$ cat config.mk
export PLATFORM = sky130hd
export DESIGN_NAME = sdram_scheduler
export DESIGN_NICKNAME = d
export VERILOG_FILES = /design/src/hdl/sdram_addr_pkg.sv /design/src/hdl/sdram_cmd_pkg.sv /design/src/hdl/bank_state.sv /design/src/hdl/command_issue.sv /design/src/hdl/command_timer.sv /design/src/hdl/request_sampler.sv /design/src/hdl/sdram_scheduler.sv
export VERILOG_INCLUDE_DIRS = /design/src /design/src/hdl
export SDC_FILE = /design/constraint.sdc
export NUM_CORES = 1
export LEC_CHECK = 0
export ABC_AREA = 1
export BUFFER_PORTS_ARGS = -buffer_cell sky130_fd_sc_hd__buf_4
export CAP_MARGIN = 30
export CORE_AREA = 3 3 106 108
export CTS_CLUSTER_DIAMETER = 80
export DETAILED_ROUTE_END_ITERATION = 6
export DIE_AREA = 0 0 109 111
export GPL_ROUTABILITY_DRIVEN = 0
export PLACE_DENSITY = 0.62
export SYNTH_ARGS = -nofsm -noshare
export SYNTH_HDL_FRONTEND = slang
export SYNTH_SLANG_ARGS = --single-unit
$ cat constraint.sdc
create_clock -name INPUT_CLK -period 3.1 [get_ports INPUT_CLK]
set_input_delay 0 -clock INPUT_CLK [delete_from_list [all_inputs] [get_ports INPUT_CLK]]
set_output_delay 0 -clock INPUT_CLK [all_outputs]
set_load 0.02 [all_outputs]
$ cat src/hdl/sdram_defs.svh
`ifndef SDRAM_DEFS_SVH
`define SDRAM_DEFS_SVH

// --------------------
// Request address fields
// --------------------
`define ROW_W   14
`define BANK_W  3
`define COL_W   9
`define ADDR_W  26  // ROW_W + BANK_W + COL_W
`define PAGE_W  17  // Row and bank together

`define MASK_W  4   // One bit per 16-bit half of a beat pair

// --------------------
// Recovery counter
// --------------------
`define CNT_W   4

// Load values, counting up toward the issue threshold
`define LOAD_ARSR   4'd3
`define LOAD_ACTV   4'd12
`define LOAD_WRTE   4'd10
`define LOAD_IDLE   4'd14
`define LOAD_OTHER  4'd11

// A10 high selects all banks
`define PRCH_ALL_ADDR 14'h0400

`endif

$ cat src/hdl/sdram_addr_pkg.sv
`default_nettype none

`include "sdram_defs.svh"

package sdram_addr_pkg;

  // Fields as the command bus needs them
  typedef struct packed {
    logic [`ROW_W-1:0]  row;
    logic [`BANK_W-1:0] bank;
    logic [`COL_W-1:0]  col;
  } rbc_t;

  // Same word split for the page compare
  typedef struct packed {
    logic [`PAGE_W-1:0] page;
    logic [`COL_W-1:0]  col;
  } pc_t;

  typedef union packed {
    rbc_t rbc;
    pc_t  pc;
  } req_addr_t;

endpackage

`default_nettype wire

$ cat src/hdl/sdram_cmd_pkg.sv
`default_nettype none

package sdram_cmd_pkg;

  // Encoded as {RAS_n, CAS_n, WE_n}
  typedef enum logic [2:0] {
    MRST = 3'b000,  // Mode register set, never issued
    ARSR = 3'b001,  // Auto refresh
    PRCH = 3'b010,  // Row close
    ACTV = 3'b011,  // Row open
    WRTE = 3'b100,
    READ = 3'b101,
    BTRM = 3'b110,  // Burst terminate, never issued
    NOOP = 3'b111
  } sdram_cmd_t;

endpackage

`default_nettype wire

$ cat src/hdl/bank_state.sv
`timescale 1ns/1ps
`default_nettype none

`include "sdram_defs.svh"

module bank_state
  import sdram_cmd_pkg::*;
  import sdram_addr_pkg::*;
(
  input  wire                INPUT_CLK,
  input  wire                RST,
  input  wire                refresh_strobe,
  input  wire sdram_cmd_t    issued_cmd,
  input  wire                stroke,
  input  wire req_addr_t     sel_address,
  input  wire req_addr_t     rand_address,
  input  wire                rand_request,
  input  wire req_addr_t     bulk_address,
  input  wire                bulk_request_q,
  output logic               page_open,
  output logic [`PAGE_W-1:0] open_page,
  output logic               last_was_write,
  output logic               refresh_due,
  output logic               rand_hit,
  output logic               bulk_hit
);

  logic [`PAGE_W-1:0] pending_page;
  logic               strobe_ack;
  logic               page_ready;

  // Page the ACTV decision was made for
  always_ff @(posedge INPUT_CLK)
  begin
    pending_page <= sel_address.pc.page;
    if (stroke && (issued_cmd == ACTV))
      open_page <= pending_page;
  end

  // --------------------
  // State update after each command
  // --------------------
  always_ff @(posedge INPUT_CLK)
  begin
    if (RST)
    begin
      page_open      <= 1'b0;
      last_was_write <= 1'b0;
      strobe_ack     <= refresh_strobe;
      refresh_due    <= 1'b0;
    end
    else
    begin
      refresh_due <= strobe_ack ^ refresh_strobe;  // Any toggle since last ARSR
      if (stroke)
      begin
        case (issued_cmd)
          ACTV: page_open <= 1'b1;
          PRCH: page_open <= 1'b0;
          ARSR: strobe_ack <= refresh_strobe;
          default: ;
        endcase
        if (issued_cmd == WRTE)
          last_was_write <= 1'b1;
        else if (issued_cmd != NOOP)
          last_was_write <= 1'b0;
      end
    end
  end

  // --------------------
  // Page compare
  // --------------------
  // Flags stay low right after a command, while the state above settles
  assign page_ready = page_open && !refresh_due && !stroke;

  always_ff @(posedge INPUT_CLK)
  begin
    if (RST)
    begin
      rand_hit <= 1'b0;
      bulk_hit <= 1'b0;
    end
    else
    begin
      rand_hit <= page_ready && rand_request &&
                  (rand_address.pc.page == open_page);
      bulk_hit <= page_ready && bulk_request_q &&
                  (bulk_address.pc.page == open_page);
    end
  end

endmodule

`default_nettype wire

$ cat src/hdl/command_issue.sv
`timescale 1ns/1ps
`default_nettype none

`include "sdram_defs.svh"

module command_issue
  import sdram_cmd_pkg::*;
  import sdram_addr_pkg::*;
(
  input  wire                INPUT_CLK,
  input  wire                RST,
  input  wire                rand_request_q,
  input  wire                bulk_request_q,
  input  wire                sel_we,
  input  wire req_addr_t     sel_address,
  input  wire [`MASK_W-1:0]  sel_mask,
  input  wire                bulk_wins,
  input  wire                page_open,
  input  wire [`PAGE_W-1:0]  open_page,
  input  wire                last_was_write,
  input  wire                refresh_due,
  input  wire                rand_hit,
  input  wire                bulk_hit,
  input  wire                may_issue,
  input  wire                act_aged,
  output sdram_cmd_t         sdram_command,
  output logic [`ROW_W-1:0]  sdram_address,
  output logic [`BANK_W-1:0] sdram_bank,
  output logic [`MASK_W-1:0] dm_mask,
  output logic               rand_grant,
  output logic               bulk_grant,
  output sdram_cmd_t         issued_cmd,
  output logic               stroke
);

  sdram_cmd_t        cmd_q;
  sdram_cmd_t        next_cmd;
  logic [`ROW_W-1:0] next_address;
  logic              hit_sel;
  logic              any_request;
  logic              last_access;
  logic              on_page_ok;
  logic              override_ok;
  logic              issue;

  assign hit_sel     = bulk_wins ? bulk_hit : rand_hit;
  assign any_request = rand_request_q || bulk_request_q;

  // Back-to-back accesses in one direction skip the recovery wait
  assign on_page_ok  = !stroke && last_access && hit_sel && (sel_we == last_was_write);
  assign override_ok = !stroke && may_issue && (any_request || refresh_due);
  assign issue       = on_page_ok || override_ok;

  // --------------------
  // Command and address choice
  // --------------------
  always_comb
  begin
    if (hit_sel)
      next_cmd = sel_we ? WRTE : READ;
    else if (page_open)
      next_cmd = act_aged ? PRCH : NOOP;  // Row still too young to close
    else if (refresh_due)
      next_cmd = ARSR;
    else
      next_cmd = ACTV;
  end

  always_comb
  begin
    if (hit_sel)
      next_address = {{(`ROW_W - `COL_W - 1){1'b0}}, sel_address.rbc.col, 1'b0};
    else if (page_open)
      next_address = `PRCH_ALL_ADDR;
    else
      next_address = sel_address.rbc.row;
  end

  // --------------------
  // Output registers
  // --------------------
  always_ff @(posedge INPUT_CLK)
  begin
    if (RST)
    begin
      cmd_q       <= NOOP;
      stroke      <= 1'b0;
      last_access <= 1'b0;
      rand_grant  <= 1'b0;
      bulk_grant  <= 1'b0;
    end
    else
    begin
      stroke     <= issue;
      cmd_q      <= issue ? next_cmd : NOOP;
      rand_grant <= issue && hit_sel && !bulk_wins;
      bulk_grant <= issue && hit_sel && bulk_wins;
      if (issue)
        last_access <= hit_sel;
    end
  end

  always_ff @(posedge INPUT_CLK)
  begin
    sdram_address <= next_address;
    if (hit_sel)
      sdram_bank <= open_page[`BANK_W-1:0];
    else if (!page_open)
      sdram_bank <= sel_address.rbc.bank;  // Kept through PRCH
    if (issue && hit_sel)
      dm_mask <= sel_mask;
  end

  assign sdram_command = cmd_q;
  assign issued_cmd    = cmd_q;

endmodule

`default_nettype wire

$ cat src/hdl/command_timer.sv
`timescale 1ns/1ps
`default_nettype none

`include "sdram_defs.svh"

module command_timer
  import sdram_cmd_pkg::*;
(
  input  wire             INPUT_CLK,
  input  wire             RST,
  input  wire sdram_cmd_t issued_cmd,
  input  wire             stroke,
  input  wire             page_hit_any,
  input  wire             page_open,
  input  wire             last_was_write,
  output logic            may_issue,
  output logic            act_aged
);

  localparam logic [`CNT_W-1:0] NORM_THR = 'hd;
  localparam logic [`CNT_W-1:0] DLY_THR  = 'he;  // PRCH after a write

  logic [`CNT_W-1:0] counter;
  logic [2:0]        actv_age;
  logic              extra_pass;
  logic              norm_reached;
  logic              dly_reached;
  logic              may_issue_d;

  // Counter wraps to zero and stops once issue is allowed
  assign norm_reached = (counter >= NORM_THR) || (counter == '0);
  assign dly_reached  = (counter >= DLY_THR) || (counter == '0);

  always_comb
  begin
    if (stroke)
      may_issue_d = 1'b0;
    else if (page_hit_any)
      may_issue_d = norm_reached;
    else if (extra_pass)
      may_issue_d = 1'b0;  // Full lap after refresh
    else if (page_open && last_was_write)
      may_issue_d = dly_reached;
    else
      may_issue_d = norm_reached;
  end

  // --------------------
  // Recovery counter
  // --------------------
  always_ff @(posedge INPUT_CLK)
  begin
    if (RST)
    begin
      counter    <= `LOAD_IDLE;
      extra_pass <= 1'b0;
      may_issue  <= 1'b0;
    end
    else
    begin
      may_issue <= may_issue_d;
      if (stroke)
      begin
        case (issued_cmd)
          ARSR:    counter <= `LOAD_ARSR;
          ACTV:    counter <= `LOAD_ACTV;
          WRTE:    counter <= `LOAD_WRTE;
          NOOP:    counter <= `LOAD_IDLE;
          default: counter <= `LOAD_OTHER;
        endcase
        if (issued_cmd == ARSR)
          extra_pass <= 1'b1;
      end
      else
      begin
        if (!may_issue)
          counter <= counter + 1'b1;
        if (counter == '0)
          extra_pass <= 1'b0;
      end
    end
  end

  // Minimum row open time
  always_ff @(posedge INPUT_CLK)
  begin
    if (RST)
      actv_age <= 3'h4;
    else if (stroke && (issued_cmd == ACTV))
      actv_age <= 3'h0;
    else if (!actv_age[2])
      actv_age <= actv_age + 1'b1;
  end

  assign act_aged = actv_age[2];

endmodule

`default_nettype wire

$ cat src/hdl/request_sampler.sv
`timescale 1ns/1ps
`default_nettype none

`include "sdram_defs.svh"

module request_sampler
  import sdram_addr_pkg::*;
(
  input  wire                INPUT_CLK,
  input  wire                RST,
  input  wire                rand_request,
  input  wire                rand_we,
  input  wire req_addr_t     rand_address,
  input  wire [`MASK_W-1:0]  rand_mask,
  input  wire                bulk_request,
  input  wire                bulk_we,
  input  wire req_addr_t     bulk_address,
  input  wire [`MASK_W-1:0]  bulk_mask,
  output logic               rand_request_q,
  output logic               bulk_request_q,
  output logic               sel_we,
  output req_addr_t          sel_address,
  output logic [`MASK_W-1:0] sel_mask,
  output logic               bulk_wins
);

  logic               rand_we_q;
  logic               bulk_we_q;
  req_addr_t          rand_address_q;
  req_addr_t          bulk_address_q;
  logic [`MASK_W-1:0] rand_mask_q;
  logic [`MASK_W-1:0] bulk_mask_q;

  always_ff @(posedge INPUT_CLK)
  begin
    if (RST)
    begin
      rand_request_q <= 1'b0;
      bulk_request_q <= 1'b0;
    end
    else
    begin
      rand_request_q <= rand_request;
      bulk_request_q <= bulk_request;
    end
  end

  always_ff @(posedge INPUT_CLK)
  begin
    rand_we_q      <= rand_we;
    bulk_we_q      <= bulk_we;
    rand_address_q <= rand_address;
    bulk_address_q <= bulk_address;
    rand_mask_q    <= rand_mask;
    bulk_mask_q    <= bulk_mask;
  end

  assign bulk_wins   = bulk_request_q;  // Bulk port has priority
  assign sel_we      = bulk_wins ? bulk_we_q : rand_we_q;
  assign sel_address = bulk_wins ? bulk_address_q : rand_address_q;
  assign sel_mask    = bulk_wins ? bulk_mask_q : rand_mask_q;

endmodule

`default_nettype wire

$ cat src/hdl/sdram_scheduler.sv
`timescale 1ns/1ps
`default_nettype none

`include "sdram_defs.svh"

module sdram_scheduler
  import sdram_cmd_pkg::*;
  import sdram_addr_pkg::*;
(
  input  wire                INPUT_CLK,
  input  wire                RST,
  input  wire                refresh_strobe,
  input  wire                rand_request,
  input  wire                rand_we,
  input  wire req_addr_t     rand_address,
  input  wire [`MASK_W-1:0]  rand_mask,
  output logic               rand_grant,
  input  wire                bulk_request,
  input  wire                bulk_we,
  input  wire req_addr_t     bulk_address,
  input  wire [`MASK_W-1:0]  bulk_mask,
  output logic               bulk_grant,
  output sdram_cmd_t         sdram_command,
  output logic [`ROW_W-1:0]  sdram_address,
  output logic [`BANK_W-1:0] sdram_bank,
  output logic [`MASK_W-1:0] dm_mask
);

  logic               rand_request_q;
  logic               bulk_request_q;
  logic               sel_we;
  req_addr_t          sel_address;
  logic [`MASK_W-1:0] sel_mask;
  logic               bulk_wins;
  logic               page_open;
  logic [`PAGE_W-1:0] open_page;
  logic               last_was_write;
  logic               refresh_due;
  logic               rand_hit;
  logic               bulk_hit;
  logic               may_issue;
  logic               act_aged;
  sdram_cmd_t         issued_cmd;
  logic               stroke;

  request_sampler u_sampler (
    .INPUT_CLK      (INPUT_CLK),
    .RST            (RST),
    .rand_request   (rand_request),
    .rand_we        (rand_we),
    .rand_address   (rand_address),
    .rand_mask      (rand_mask),
    .bulk_request   (bulk_request),
    .bulk_we        (bulk_we),
    .bulk_address   (bulk_address),
    .bulk_mask      (bulk_mask),
    .rand_request_q (rand_request_q),
    .bulk_request_q (bulk_request_q),
    .sel_we         (sel_we),
    .sel_address    (sel_address),
    .sel_mask       (sel_mask),
    .bulk_wins      (bulk_wins)
  );

  // Hit flags register the raw ports, so they line up with the sampled request
  bank_state u_bank (
    .INPUT_CLK      (INPUT_CLK),
    .RST            (RST),
    .refresh_strobe (refresh_strobe),
    .issued_cmd     (issued_cmd),
    .stroke         (stroke),
    .sel_address    (sel_address),
    .rand_address   (rand_address),
    .rand_request   (rand_request),
    .bulk_address   (bulk_address),
    .bulk_request_q (bulk_request),
    .page_open      (page_open),
    .open_page      (open_page),
    .last_was_write (last_was_write),
    .refresh_due    (refresh_due),
    .rand_hit       (rand_hit),
    .bulk_hit       (bulk_hit)
  );

  command_timer u_timer (
    .INPUT_CLK      (INPUT_CLK),
    .RST            (RST),
    .issued_cmd     (issued_cmd),
    .stroke         (stroke),
    .page_hit_any   (rand_hit | bulk_hit),
    .page_open      (page_open),
    .last_was_write (last_was_write),
    .may_issue      (may_issue),
    .act_aged       (act_aged)
  );

  command_issue u_issue (
    .INPUT_CLK      (INPUT_CLK),
    .RST            (RST),
    .rand_request_q (rand_request_q),
    .bulk_request_q (bulk_request_q),
    .sel_we         (sel_we),
    .sel_address    (sel_address),
    .sel_mask       (sel_mask),
    .bulk_wins      (bulk_wins),
    .page_open      (page_open),
    .open_page      (open_page),
    .last_was_write (last_was_write),
    .refresh_due    (refresh_due),
    .rand_hit       (rand_hit),
    .bulk_hit       (bulk_hit),
    .may_issue      (may_issue),
    .act_aged       (act_aged),
    .sdram_command  (sdram_command),
    .sdram_address  (sdram_address),
    .sdram_bank     (sdram_bank),
    .dm_mask        (dm_mask),
    .rand_grant     (rand_grant),
    .bulk_grant     (bulk_grant),
    .issued_cmd     (issued_cmd),
    .stroke         (stroke)
  );

endmodule

`default_nettype wire

== Word level (Yosys, flattened, before mapping) ==
Cells that the tools add are included.
Word-level totals
  latch bits: 0
  memories kept: 0
  output and inout bits: 26
  ROM bits: 0
  memory bits (writable): 0
  logic and storage cells: 118
  register bits after elaboration: 141
  bits of input ports: 67
Operators by class
  $mul: 0
  reductions and logical operators: 38
  multiplexer cells: 30
  shift operators: 0
  eq/ne operators: 12
  bitwise logic cells: 3
  add/sub/neg operators: 2
  order comparisons: 2
  div/mod/pow operators: 0
Operators with widths (number)
  17-bit equality test: 2
  26-bit two-way mux: 1
  3-bit two-way mux: 7
  1-bit logical AND: 16
  4-bit case mux with 4 select lines: 1
  1-bit two-way mux: 14
  4-bit two-way mux: 3
  11-bit two-way mux: 1
  10-bit two-way mux: 1
  2-bit nonzero test: 5
  4-bit >= comparator, second input constant: 2
  2-bit AND reduction: 4
  2-bit OR reduction: 4
  3-bit by 2-bit equality test with 1-bit output, second input constant: 2
  3-bit equality test, second input constant: 2
  1-bit logical OR: 5
  4-bit by 1-bit adder with 4-bit output, second input constant: 1
  4-bit zero test: 1
  2-bit by 1-bit != test with 1-bit output, second input constant: 2
  3-bit by 1-bit adder with 3-bit output, second input constant: 1
  3-bit by 1-bit equality test with 1-bit output, second input constant: 1
  1-bit zero test: 3
  3-bit != test, second input constant: 1
  2-bit two-way mux: 1
  other kinds (6): 6

== Logic depth before layout (Yosys ltp) ==
  depth in word-level cells: 7
  gate-level depth with buffers: 9
  depth with buffers taken out: 9

== Cells and area by module ==
Synthesis repeated with hierarchy kept, for this count alone.
Second synthesis, totals
  cells, all modules: 602
  area total of the unflattened synthesis: 5066.1 um^2
Modules (own cells, without submodules)
  bank_state: seq. area each 980.9 um^2, area each 1759.2 um^2, instances 1, cells each 232
  request_sampler: seq. area each 1281.2 um^2, area each 1686.6 um^2, instances 1, cells each 169
  command_issue: seq. area each 630.6 um^2, area each 1052.3 um^2, instances 1, cells each 122
  command_timer: seq. area each 180.2 um^2, area each 556.8 um^2, instances 1, cells each 76
  sdram_scheduler: seq. area each 0.0 um^2, area each 11.3 um^2, instances 1, cells each 3

== Least setup slack after synthesis ==
OpenSTA, ideal clock, no wires.
  kind: reg2reg
  start point: register u_issue.stroke
  end point: register u_bank.open_page[0] (enable)
  slack: 1.575 ns
  data required time: 2.728 ns
  period minus slack after synthesis: 1.525 ns
  arrival time: 1.153 ns
  library setup time: 0.372 ns
  buffers on the path: 1
  cell stages (with the launch flop): 6
  path through: dfxtp_1 -> buf_2 -> inv_2 -> nor2_1 -> nand2_1 -> inv_1
Between the ends
  longest elaborated chain between the ends: 1
Ends and longest elaborated chain
  start, declared: RTL line command_issue.sv:33  | output logic stroke
  start signal, assigned: RTL line command_issue.sv:94  | stroke <= issue;
  1-bit logical AND: RTL line bank_state.sv:36  | if (stroke && (issued_cmd == ACTV))
  end signal, assigned: RTL line bank_state.sv:37  | open_page <= pending_page;
  end, declared: RTL line bank_state.sv:21  | output logic [`PAGE_W-1:0] open_page,
Every way passes these cells.
A chain may end at the register's enable or synchronous reset.

== Final worst setup path ==
  start point: register u_sampler.bulk_request_q
  end point: register u_issue.sdram_address[7]
Between the ends
  longest elaborated chain between the ends: 3
  elaborated cells on any way between the ends: 4
  those cells by class: mux: 4
Ends and longest elaborated chain
  start, declared: RTL line request_sampler.sv:20  | output logic bulk_request_q,
  start signal, assigned: RTL line request_sampler.sv:44  | bulk_request_q <= bulk_request;
  26-bit two-way mux: RTL line request_sampler.sv:60  | assign sel_address = bulk_wins ? bulk_address_q : rand_address_q;
  11-bit two-way mux: RTL line command_issue.sv:73  | else if (page_open)
  10-bit two-way mux *: RTL line command_issue.sv:71  | if (hit_sel)
  net u_issue.next_address[7]: RTL line command_issue.sv:38  | logic [`ROW_W-1:0] next_address;
  end signal, assigned: RTL line command_issue.sv:105  | sdram_address <= next_address;
  end, declared: RTL line command_issue.sv:27  | output logic [`ROW_W-1:0] sdram_address,
The timed path passes the listed nets; every way through them passes the cells marked *.

==> flow_summary.toml <==
[sta]
rsz0062_at_grt = "no"
post-route-worst-setup-slack_ns = 0.7917
setup_tns_ns = 0
period_share_pct = 74.46
fin_worst_skew_ns = 0.007293
maxSlewHeadroom_pct = 48.34
slew_violations = 0
clock.fmax_mhz = 433.2
setup_viol = 0
tightestPinTransition_ns = 0.7740
final-hold-violation-count = 0
period_needed_ns = 2.308

[final_layout]
nFillCells = 820
antenna_cells = 0
final_nets = 704
drive_above_1_share_pct = 21.43
multiInputGateArea_mm2 = 0.001308
area_growth_pct = 44.79
regArea_mm2 = 0.003073

[cts]
clock-root-buffer = "clkbuf_8"
cts_tree = "done"
cts.htree.levels = 4
insertion_delay_ns = 0.52
hold_buffers = 66
cts_repair_resize_count = 0
numCtsBuffers = 17
cts_sinks = 141
post-cts-setup-buffers = 0
path_clk_slew_ns = 0.06
clk_path_buf_depth = 2

[power_and_ir_drop]
power_frac_clock_pct = 44.1
vdd_ir_drop_max_uv = 700.5
p_sw_share_pct = 24.31
power.leakage_nw = 3.015
powerDensity_mw_per_mm2 = 675.2
share_comb_of_total_power_pct = 10.5
pwr-share-seq_pct = 45.4
power_switching_w = 0.001103
cell_internal_pwr_w = 0.003436

[worst_setup_path]
startpoint_type = "flip-flop"
cp-end-kind = "flip-flop"
critPathArrivalTime_ns = 2.73
r2r_start = "u_sampler.bulk_request_q"
crit_family = "compound AO/OA/AOI/OAI gates"
slowest_delay_ns = 0.64
worstPathRequired_ns = 3.52
critPathKind = "reg2reg"
critPathBufInv = 2
path_cells = "inv_2 -> buf_4 -> a21oi_2 -> nand2_1 -> o22ai_1"
crit_fanout = 31
critPathLaunch = "u_sampler.bulk_request_q"
cp_slowest_cell = "dfxtp_1"

[floorplan]
die_area_mm2 = 0.01210
ios = 93
rows = 37
coreArea_mm2 = 0.01032
start_util_pct = 44.98
die_h_um = 111
die_w_um = 109

[placement]
place_hpwl_um = 7613
io_buffers = 92
dp_slack_ns = 0.7585

[run]
maxCapViolations = 0

[drt]
drt-initial-drc-count = 173
drtPass1Iterations = 4
drc = 0
route.vias.total = 3646
antenna_left = 0
routed_wl_um = 11430
viasPerCell = 4.674
wl_per_cell_um = 14.65

[yosys]
ys_types = 29
ys_warn_count = 0
syn_inst = 462
syn_area_mm2 = 0.004643
avgSynthCellArea_um2 = 10.05
synth_seq_cells = 141
yosysSeqAreaShare_pct = 66.18
syn_nets = 535

[worst_hold_path]
min_from = "bulk_address[4]"
hold_path_class = "in2reg"

[grt]
grt_pass1_vias = 3826
track_usage_pct = 19.87
grt_pass1_wl_um = 18220
grt_max_degree = 32
grt-ovfl-total = 0
grt_antenna_before_repair = 0

[outcome]
status = "completed"
[cell usage in the layout (no fill, tap or decap), drive strengths merged]
master,count
a21oi,12
a31oi,3
buf,94
bufinv,2
clkbuf,18
clkinv,7
clkinvlp,1
dfxtp,116
dlygate4sd3,66
edfxtp,25
ha,6
inv,60
nand2,85
nand3,12
nand3b,4
nand4,3
nor2,34
nor3,9
o211ai,2
o21ai,37
o221ai,2
o22ai,14
o31ai,1
or2,15
xnor2,9
xor2,7
[final cells by class]
type                            instances  area share, %
Tap cell                              136          2.531
Timing Repair Buffer                  160          20.32
Sequential cell                       141          45.71
Clock buffer                           18          6.533
Multi-Input combinational cell        255          19.45
Inverter                               56          3.127
Clock inverter                         14          2.326
[power by group through the flow]
stage	combinational [W]	sequential, W	clock, W
floorplan	0.000215	0.00210	0
global placement	0.000397	0.00209	0
detailed placement	0.000413	0.00210	0
CTS	0.000480	0.00206	0.00204
global route	0.000539	0.00207	0.00212
finish	0.000479	0.00206	0.00200
[metal layers]
| metal | wire (um) | GRT usage [%] | vias up | part of all wire (%) |
|---|---|---|---|---|
| li1 | - | - | 1839 | - |
| met1 | 4705 | 22.75 | 1688 | 41 |
| met2 | 5960 | 34.77 | 101 | 52 |
| met3 | 531 | 5.358 | 18 | 4.6 |
| met4 | 227 | 7.492 | 0 | 2.0 |
| met5 | 0 | 0 | - | 0 |
[Yosys cell counts]
| library cell | instances | area [um2] |
|---|---|---|
| o211ai_1 | 2 | 15.01 |
| o21ai_1 | 1 | 5.000 |
| or2_0 | 9 | 56.30 |
| o31ai_1 | 1 | 7.510 |
| o221ai_1 | 2 | 17.52 |
| o22ai_1 | 14 | 87.58 |
| clkinv_1 | 1 | 3.750 |
| edfxtp_1 | 25 | 750.7 |
| nor2_1 | 34 | 127.6 |
| or2_2 | 6 | 37.54 |
| o21ai_0 | 36 | 180.2 |
| nand2_2 | 1 | 6.260 |
| nand3b_1 | 4 | 30.03 |
| a21oi_2 | 1 | 8.760 |
| nand4_1 | 3 | 18.77 |
| inv_2 | 4 | 15.01 |
| ha_1 | 6 | 75.07 |
| inv_1 | 51 | 191.4 |
| dfxtp_1 | 116 | 2322 |
| buf_4 | 2 | 15.01 |
| a31oi_1 | 3 | 18.77 |
| a21oi_1 | 11 | 55.05 |
| buf_2 | 6 | 30.03 |
| nand2_1 | 84 | 315.3 |
| xnor2_1 | 9 | 78.83 |
| clkbuf_1 | 2 | 7.510 |
| xor2_1 | 7 | 61.31 |
| nor3_1 | 9 | 45.04 |
| nand3_1 | 12 | 60.06 |
[logic make-up after synthesis]
logic type	after synthesis	synth area share, %
buffers and inverters	66	5.659
adder cells (fa/ha/maj)	6	1.617
XOR/XNOR	16	3.018
AND/OR/NAND/NOR	162	15.01
AO/OA/AOI/OAI	71	8.515
flip-flops	141	66.18
[worst paths after layout]
kind         depth (start not counted)  slack, ns                          end
min reg2reg                          0       0.40          u_bank.open_page[5]
min                                  2       0.13  u_sampler.bulk_address_q[4]
max reg2reg                          5       0.79     u_issue.sdram_address[7]
max                                  5       0.79     u_issue.sdram_address[7]
[per-stage QoR]
| stage | std cells | cell area [um2] | hold WS [ns] | utilization [%] | power, W |
|---|---|---|---|---|---|
| 2_1_floorplan | 462 | 4643 | 0.02772 | - | 0.002317 |
| 3_3_place_gp | 682 | 5466 | 0.1050 | 52.95 | 0.002491 |
| 3_5_place_dp | 682 | 5466 | 0.1056 | 52.95 | 0.002508 |
| 4_1_cts | 780 | 6723 | 0.09651 | 65.12 | 0.004574 |
| 5_1_grt | 780 | 6723 | 0.1089 | 65.12 | 0.004725 |
| 6_report | 780 | 6723 | 0.1273 | 65.12 | 0.004539 |
[worst reg2reg max path, stage by stage (launching register included)]
cell     delay (ns)
dfxtp_1        0.64
inv_2          0.09
buf_4          0.26
a21oi_2        0.42
nand2_1        0.47
o22ai_1        0.35
[sequential cells by signal, summed over array words and instances (netlist names), 3 cells and up]
register                  count
u_sampler.bulk_address_q     26
u_bank.pending_page          17
u_sampler.bulk_mask_q         4
u_sampler.rand_mask_q         4
u_issue.sdram_address        14
u_issue.issued_cmd            3
u_issue.sdram_bank            3
u_timer.counter               4
u_issue.dm_mask               4
u_sampler.rand_address_q     26
u_bank.open_page             17
u_timer.actv_age              3
Note: power is estimated with default switching activity, not from simulation.
